### config.mk
export PLATFORM = sky130hd
export DESIGN_NAME = rx_pcs_top
export DESIGN_NICKNAME = d
export VERILOG_FILES = /design/src/hw/rx_pcs_pkg.sv /design/src/hw/block_lock.sv /design/src/hw/descrambler.sv /design/src/hw/idle_checker.sv /design/src/hw/status_bank.sv /design/src/hw/rx_pcs_top.sv
export SDC_FILE = /design/constraint.sdc
export NUM_CORES = 1
export LEC_CHECK = 0
export ABC_AREA = 1
export BUFFER_PORTS_ARGS = -buffer_cell sky130_fd_sc_hd__buf_4
export CAP_MARGIN = 10
export CORE_UTILIZATION = 25
export DETAILED_ROUTE_END_ITERATION = 8
export PLACE_DENSITY = 0.4
export SYNTH_ARGS = -nofsm -noshare
export SYNTH_HDL_FRONTEND = slang
export SYNTH_SLANG_ARGS = --single-unit
### constraint.sdc
create_clock -name i_clock -period 3.45 [get_ports i_clock]
set_clock_uncertainty 0.2 [all_clocks]
set_input_delay 0.345 -clock i_clock [delete_from_list [all_inputs] [get_ports i_clock]]
set_output_delay 0.345 -clock i_clock [all_outputs]
set_load 0.02 [all_outputs]
### src/hw/rx_pcs_pkg.sv
// rx pcs package with block widths, header codes, lock thresholds and the idle block
package rx_pcs_pkg;

    localparam int BLOCK_W   = 66;
    localparam int PAYLOAD_W = 64;
    localparam int SH_W      = 2;
    localparam int COUNT_W   = 16;
    localparam int SCR_W     = 58;

    typedef logic [BLOCK_W-1:0]   block_t;
    typedef logic [PAYLOAD_W-1:0] payload_t;
    typedef logic [SH_W-1:0]      sync_header_t;
    typedef logic [COUNT_W-1:0]   count_t;
    typedef logic [SCR_W-1:0]     scr_state_t;

    typedef enum logic
    {
        LOCK_HUNT,
        LOCK_LOCKED
    } lock_state_t;

    localparam sync_header_t SH_DATA = 2'b01;
    localparam sync_header_t SH_CTRL = 2'b10;

    // block lock thresholds
    localparam int LOCK_GOOD_SH     = 16;
    localparam int SH_WINDOW        = 64;
    localparam int SH_INVALID_LIMIT = 8;
    localparam int GOOD_CNT_W       = $clog2(LOCK_GOOD_SH);
    localparam int WIN_CNT_W        = $clog2(SH_WINDOW);
    localparam int INV_CNT_W        = $clog2(SH_INVALID_LIMIT);

    // taps for 1 + x^39 + x^58
    localparam int SCR_TAP_A = 38;
    localparam int SCR_TAP_B = 57;

    // idle control block, type 1e in the first transmitted byte
    localparam logic [7:0] IDLE_BTYPE = 8'h1e;
    localparam block_t IDLE_BLOCK = {SH_CTRL, 56'h0, IDLE_BTYPE};

endpackage

### src/hw/block_lock.sv
// block lock stage that qualifies sync headers and tracks lock on the block stream
module block_lock
(
    input  logic                  i_clock,
    input  logic                  i_reset,
    input  logic                  i_valid,
    input  rx_pcs_pkg::block_t    i_block,
    output logic                  o_valid,
    output rx_pcs_pkg::block_t    o_block,
    output logic                  o_lock,
    output logic                  o_sh_invalid
);

    rx_pcs_pkg::lock_state_t              state;
    rx_pcs_pkg::lock_state_t              state_next;
    logic [rx_pcs_pkg::GOOD_CNT_W-1:0]    good_cnt;
    logic [rx_pcs_pkg::GOOD_CNT_W-1:0]    good_next;
    logic [rx_pcs_pkg::WIN_CNT_W-1:0]     win_cnt;
    logic [rx_pcs_pkg::WIN_CNT_W-1:0]     win_next;
    logic [rx_pcs_pkg::INV_CNT_W-1:0]     inv_cnt;
    logic [rx_pcs_pkg::INV_CNT_W-1:0]     inv_next;
    rx_pcs_pkg::sync_header_t             header;
    logic                                 sh_ok;

    assign header = i_block[rx_pcs_pkg::BLOCK_W-1 -: rx_pcs_pkg::SH_W];
    assign sh_ok  = (header == rx_pcs_pkg::SH_DATA) || (header == rx_pcs_pkg::SH_CTRL);

    always_comb
    begin
        state_next = state;
        good_next  = good_cnt;
        win_next   = win_cnt;
        inv_next   = inv_cnt;
        if (i_valid)
        begin
            case (state)
                rx_pcs_pkg::LOCK_HUNT:
                begin
                    // consecutive good headers, any bad one starts over
                    if (!sh_ok)
                        good_next = '0;
                    else if (int'(good_cnt) == rx_pcs_pkg::LOCK_GOOD_SH - 1)
                    begin
                        state_next = rx_pcs_pkg::LOCK_LOCKED;
                        good_next  = '0;
                    end
                    else
                        good_next = good_cnt + 1'b1;
                end
                default:
                begin
                    if (!sh_ok && int'(inv_cnt) == rx_pcs_pkg::SH_INVALID_LIMIT - 1)
                    begin
                        state_next = rx_pcs_pkg::LOCK_HUNT;
                        win_next   = '0;
                        inv_next   = '0;
                    end
                    else if (int'(win_cnt) == rx_pcs_pkg::SH_WINDOW - 1)
                    begin
                        // window closes, both counts restart
                        win_next = '0;
                        inv_next = '0;
                    end
                    else
                    begin
                        win_next = win_cnt + 1'b1;
                        if (!sh_ok)
                            inv_next = inv_cnt + 1'b1;
                    end
                end
            endcase
        end
    end

    always_ff @(posedge i_clock)
    begin
        if (i_reset)
        begin
            state        <= rx_pcs_pkg::LOCK_HUNT;
            good_cnt     <= '0;
            win_cnt      <= '0;
            inv_cnt      <= '0;
            o_valid      <= 1'b0;
            o_sh_invalid <= 1'b0;
        end
        else
        begin
            state        <= state_next;
            good_cnt     <= good_next;
            win_cnt      <= win_next;
            inv_cnt      <= inv_next;
            o_valid      <= i_valid;
            o_sh_invalid <= i_valid && !sh_ok;
        end
    end

    always_ff @(posedge i_clock)
    begin
        if (i_valid)
            o_block <= i_block;
    end

    // state register moves with o_valid, so lock lines up with its block
    assign o_lock = (state == rx_pcs_pkg::LOCK_LOCKED);

endmodule

### src/hw/descrambler.sv
// self-synchronizing 64b/66b payload descrambler with bypass
module descrambler
(
    input  logic                  i_clock,
    input  logic                  i_reset,
    input  logic                  i_valid,
    input  rx_pcs_pkg::block_t    i_block,
    input  logic                  i_lock,
    input  logic                  i_bypass,
    output logic                  o_valid,
    output rx_pcs_pkg::block_t    o_block,
    output logic                  o_lock
);

    rx_pcs_pkg::scr_state_t    scr_state;
    rx_pcs_pkg::scr_state_t    scr_next;
    rx_pcs_pkg::payload_t      payload_in;
    rx_pcs_pkg::payload_t      payload_dsc;
    rx_pcs_pkg::sync_header_t  header;

    assign header     = i_block[rx_pcs_pkg::BLOCK_W-1 -: rx_pcs_pkg::SH_W];
    assign payload_in = i_block[rx_pcs_pkg::PAYLOAD_W-1:0];

    // lsb first, the received bit feeds the state
    always_comb
    begin
        scr_next = scr_state;
        for (int i = 0; i < rx_pcs_pkg::PAYLOAD_W; i++)
        begin
            payload_dsc[i] = payload_in[i] ^ scr_next[rx_pcs_pkg::SCR_TAP_A]
                           ^ scr_next[rx_pcs_pkg::SCR_TAP_B];
            scr_next = {scr_next[rx_pcs_pkg::SCR_W-2:0], payload_in[i]};
        end
    end

    always_ff @(posedge i_clock)
    begin
        if (i_reset)
        begin
            scr_state <= '0;
            o_valid   <= 1'b0;
            o_lock    <= 1'b0;
        end
        else
        begin
            // state keeps running in bypass
            if (i_valid)
                scr_state <= scr_next;
            o_valid <= i_valid;
            o_lock  <= i_lock;
        end
    end

    always_ff @(posedge i_clock)
    begin
        if (i_valid)
            o_block <= {header, i_bypass ? payload_in : payload_dsc};
    end

endmodule

### src/hw/idle_checker.sv
// idle test-pattern checker that flags descrambled blocks differing from idle
module idle_checker
(
    input  logic                  i_clock,
    input  logic                  i_reset,
    input  logic                  i_valid,
    input  rx_pcs_pkg::block_t    i_block,
    input  logic                  i_lock,
    output logic                  o_mismatch
);

    logic    armed;
    logic    differs;
    logic    check;

    // full block compare, header included
    assign differs = (i_block != rx_pcs_pkg::IDLE_BLOCK);

    // only judged while locked and past the first block after lock
    assign check = i_valid && i_lock && armed;

    // first locked block may still see an unsettled descrambler
    always_ff @(posedge i_clock)
    begin
        if (i_reset)
            armed <= 1'b0;
        else if (!i_lock)
            armed <= 1'b0;
        else if (i_valid)
            armed <= 1'b1;
    end

    always_ff @(posedge i_clock)
    begin
        if (i_reset)
            o_mismatch <= 1'b0;
        else
            o_mismatch <= check && differs;
    end

endmodule

### src/hw/status_bank.sv
// clear-on-read status bank holding the lock flag and the error counters
module status_bank
(
    input  logic                   i_clock,
    input  logic                   i_reset,
    input  logic                   i_lock,
    input  logic                   i_sh_invalid,
    input  logic                   i_mismatch,
    input  logic                   i_read_lock,
    input  logic                   i_read_sh_errors,
    input  logic                   i_read_mismatches,
    output logic                   o_lock,
    output rx_pcs_pkg::count_t     o_sh_errors,
    output rx_pcs_pkg::count_t     o_mismatches
);

    logic    read_lock_d;
    logic    read_sh_errors_d;
    logic    read_mismatches_d;
    logic    clr_lock;
    logic    clr_sh_errors;
    logic    clr_mismatches;
    logic    lock_d;
    logic    lock_lost;

    // saturating step, a clear wins over an event in the same cycle
    function automatic rx_pcs_pkg::count_t bump
    (
        rx_pcs_pkg::count_t    value,
        logic                  clear,
        logic                  event_pulse
    );
        if (clear)
            return '0;
        if (event_pulse && value != '1)
            return value + 1'b1;
        return value;
    endfunction

    always_ff @(posedge i_clock)
    begin
        if (i_reset)
        begin
            read_lock_d       <= 1'b0;
            read_sh_errors_d  <= 1'b0;
            read_mismatches_d <= 1'b0;
        end
        else
        begin
            read_lock_d       <= i_read_lock;
            read_sh_errors_d  <= i_read_sh_errors;
            read_mismatches_d <= i_read_mismatches;
        end
    end

    // rising edges only, a held read clears once
    assign clr_lock       = i_read_lock && !read_lock_d;
    assign clr_sh_errors  = i_read_sh_errors && !read_sh_errors_d;
    assign clr_mismatches = i_read_mismatches && !read_mismatches_d;

    always_ff @(posedge i_clock)
    begin
        if (i_reset)
        begin
            o_sh_errors  <= '0;
            o_mismatches <= '0;
        end
        else
        begin
            o_sh_errors  <= bump(o_sh_errors, clr_sh_errors, i_sh_invalid);
            o_mismatches <= bump(o_mismatches, clr_mismatches, i_mismatch);
        end
    end

    // latched low, a falling lock holds the flag at 0 until read
    always_ff @(posedge i_clock)
    begin
        if (i_reset)
        begin
            lock_d    <= 1'b0;
            lock_lost <= 1'b0;
            o_lock    <= 1'b0;
        end
        else
        begin
            lock_d <= i_lock;
            if (clr_lock)
            begin
                lock_lost <= 1'b0;
                o_lock    <= 1'b0;
            end
            else
            begin
                lock_lost <= lock_lost || (lock_d && !i_lock);
                o_lock    <= i_lock && !lock_lost;
            end
        end
    end

endmodule

### src/hw/rx_pcs_top.sv
// single-lane 64b/66b receive path from block lock to the status bank
module rx_pcs_top
(
    input  logic                   i_clock,
    input  logic                   i_reset,
    input  logic                   i_valid,
    input  rx_pcs_pkg::block_t     i_block,
    input  logic                   i_bypass,
    input  logic                   i_read_lock,
    input  logic                   i_read_sh_errors,
    input  logic                   i_read_mismatches,
    output logic                   o_lock,
    output rx_pcs_pkg::count_t     o_sh_errors,
    output rx_pcs_pkg::count_t     o_mismatches
);

    // block lock to descrambler and status bank
    logic                  lock_valid;
    rx_pcs_pkg::block_t    lock_block;
    logic                  lock_level;
    logic                  lock_sh_invalid;

    // descrambler to idle checker
    logic                  dsc_valid;
    rx_pcs_pkg::block_t    dsc_block;
    logic                  dsc_lock;

    // idle checker to status bank
    logic                  chk_mismatch;

    block_lock u_block_lock
    (
        .i_clock        (i_clock),
        .i_reset        (i_reset),
        .i_valid        (i_valid),
        .i_block        (i_block),
        .o_valid        (lock_valid),
        .o_block        (lock_block),
        .o_lock         (lock_level),
        .o_sh_invalid   (lock_sh_invalid)
    );

    descrambler u_descrambler
    (
        .i_clock        (i_clock),
        .i_reset        (i_reset),
        .i_valid        (lock_valid),
        .i_block        (lock_block),
        .i_lock         (lock_level),
        .i_bypass       (i_bypass),
        .o_valid        (dsc_valid),
        .o_block        (dsc_block),
        .o_lock         (dsc_lock)
    );

    idle_checker u_idle_checker
    (
        .i_clock        (i_clock),
        .i_reset        (i_reset),
        .i_valid        (dsc_valid),
        .i_block        (dsc_block),
        .i_lock         (dsc_lock),
        .o_mismatch     (chk_mismatch)
    );

    status_bank u_status_bank
    (
        .i_clock            (i_clock),
        .i_reset            (i_reset),
        .i_lock             (lock_level),
        .i_sh_invalid       (lock_sh_invalid),
        .i_mismatch         (chk_mismatch),
        .i_read_lock        (i_read_lock),
        .i_read_sh_errors   (i_read_sh_errors),
        .i_read_mismatches  (i_read_mismatches),
        .o_lock             (o_lock),
        .o_sh_errors        (o_sh_errors),
        .o_mismatches       (o_mismatches)
    );

endmodule

==> metrics.yaml <==
status: "complete, no violations"
viasPerCell: 4.24
antenna_found_initial: 0
ys_seq_area_frac: 0.611
cts_max_path_buffers: 3
gp_congestion: 0.730
drt_pass1_iterations: 5
insertion_delay_ps: 560
synth_most_common_cell: "nor2_1"
cp-end-kind: "flip-flop"
relSlewSlack: 0.485
wl_um: 26400
yosysUniqueCellTypes: 34
cts_sinks: 247
synth.top_cell.area_share: 0.387
syn_area_per_cell_sq_um: 9.66
p_leak_nw: 4.87
num_vias: 7602
cp.required_ps: 3740
cts_root_buf: "clkbuf_16"
drv_cap: 0
p_per_area_mw_per_mm2: 527
layout-drive-gt1-share: 0.139
crit_chain: "ha_1, nand2_2, nor2_4, nand2_4, nor2_4, nor2_4, nand2_1, nand2_1, nand2_1, nor2_1"
critical_path_class: "reg -> reg"
cts_buffers: 30
start_util: 0.256
hold_path_class: "reg -> reg"
fp.dieArea_sq_mm: 0.0418
wire_per_inst_um: 14.7
syn_area_sq_mm: 0.0102
cts_tree: "done"
cp-start-kind: "flip-flop"
async_flop_share: 0
die_w_um: 204
period_share: 0.583
portBuffers: 105
rsz0062_at_grt: "false"
htreeDepth: 1
slew_viol_final: 0
yosys_register_bits: 247
slowest_stage: "nor2_4"
track_usage: 0.128
grt_pass1_wl_um: 41300
fmax_ghz: 0.497
drc: 0
n_antenna_cell: 0
cp.buffers_inverters: 0
antenna_left: 0
cp.depth: 10
rows: 73
die_h_um: 204
yosysTopAreaCell: "edfxtp_1"
final.setup.tns_ps: 0
synth_warnings: 0
ys.flop_type: "edfxtp_1"
cp_max_fo: 26
grt_max_degree: 65
setup_viol: 0
grt-ovfl-total: 0
core_sq_mm: 0.0401
synth_edf_count: 132
r2r_cells: 10
area_growth_pct: 29.8
tightest_slew_ps: 772
hold_viol_final: 0
dp.cells: 1664
synthTopCellsByCount: "nor2_1 (209), o21ai_0 (133), edfxtp_1 (132)"
period_needed_ps: 2010
first_iter_violations: 492
final_nets: 1325
clk_pin_slew_ps: 60
critPathMaxStageDelay_ps: 500
yosys-top-cells-area: "edfxtp_1 (39%), dfxtp_1 (22%), nor2_1 (7.7%)"
grt_pass1_vias: 7378
peakVddDrop_mv: 0.313
holdPathStages: 0
fin_cells: 1795
io_pins: 106
post-dp-hpwl_um: 17900
synth_cells: 1061
synth_nets: 1140
crit_family: "simple AND/OR/NAND/NOR gates"
cp.arrival_ps: 2300
==> per-layer routing <==
layer / GRT usage / routed length [um] / up-vias
met4: 0.0410 / 667 / 0
met5: 0 / 0 / -
met3: 0.0209 / 941 / 39
met2: 0.213 / 12400 / 129
li1: - / - / 3951
met1: 0.167 / 12400 / 3483
==> final timing paths <==
kind                                  from                        endpoint  slack [ps]
max          u_status_bank.o_mismatches[0]  u_status_bank.o_mismatches[10]        1440
min               u_block_lock.o_block[65]       u_descrambler.o_block[65]         230
max reg2reg  u_status_bank.o_mismatches[0]  u_status_bank.o_mismatches[10]        1440
min reg2reg       u_block_lock.o_block[65]       u_descrambler.o_block[65]         230
==> registers in the layout (all words and copies together), names as in the netlist, 3 cells and up <==
name and flops:
u_block_lock.o_block 66, u_descrambler.o_block 66, u_descrambler.scr_state 58, u_status_bank.o_mismatches 16
u_status_bank.o_sh_errors 16, u_block_lock.win_cnt 6, u_block_lock.good_cnt 4, u_block_lock.inv_cnt 3
==> layout make-up <==
cell class              count  area [sq um]
clock inverters             9          90.1
flip-flops and latches    247          6270
clock buffers              47           856
inverters                  70           263
fillers                  4118         26800
well taps                 525           657
multi-input cells         713          3570
repair buffers            184          1590
==> power breakdown <==
| part | switching [mW] | internal [mW] | total, mW |
|---|---|---|---|
| clock | 1.22 | 1.84 | 3.05 |
| sequential | 0.157 | 3.31 | 3.46 |
| combinational | 0.240 | 0.248 | 0.488 |
| total | 1.61 | 5.39 | 7.00 |
==> kinds of logic after synthesis <==
kind of cell	Yosys count	share of synthesized area
and+or+nand+nor	398	0.163
DFF	247	0.611
AOI/OAI and AO/OA	240	0.119
buffers and inverters	101	0.0399
xor gates and xnor gates	69	0.0590
adders and majority gates	6	0.00732
==> per-stage QoR <==
step	worst slack, ps	cell area [sq um]	hold slack, ps	power, mW	utilization
finish	1440	13300	230	7.00	0.332
global route	1240	13300	241	7.31	0.332
CTS	1420	13300	238	7.14	0.331
detailed placement	1430	11600	226	3.96	0.289
global placement	1460	11600	212	3.96	0.289
floorplan	495	10200	200	3.73	-
==> cell usage in the layout, fill, tap and decap left out, types with 2 or more instances in the layout <==
cell | Yosys | routed
clkbuf_16 | 0 | 31
clkbuf_1 | 17 | 14
nand3_1 | 40 | 40
dlygate4sd3_1 | 0 | 74
nor2_2 | 2 | 2
nand2_1 | 116 | 116
clkinv_1 | 0 | 4
inv_2 | 2 | 4
inv_1 | 68 | 66
nor3_1 | 6 | 6
buf_12 | 0 | 2
edfxtp_1 | 132 | 132
clkbuf_8 | 0 | 2
xnor2_1 | 64 | 64
bufinv_16 | 0 | 2
nand2_2 | 7 | 7
nand3_2 | 4 | 4
clkinv_2 | 0 | 3
o21bai_1 | 2 | 2
a21oi_1 | 99 | 99
ha_1 | 6 | 6
o21ai_0 | 133 | 133
nand4_1 | 3 | 3
dfxtp_1 | 115 | 114
nor2_4 | 6 | 6
o21ai_2 | 2 | 2
nor2_1 | 209 | 209
buf_4 | 1 | 108
xor2_1 | 5 | 5
==> repair_timing <==
action,in CTS,in global routing
hold endpoints to repair,91,0
resized for setup,0,0
hold buffers,74,0
buffers inserted,0,0
(Power assumes the default switching activity.)
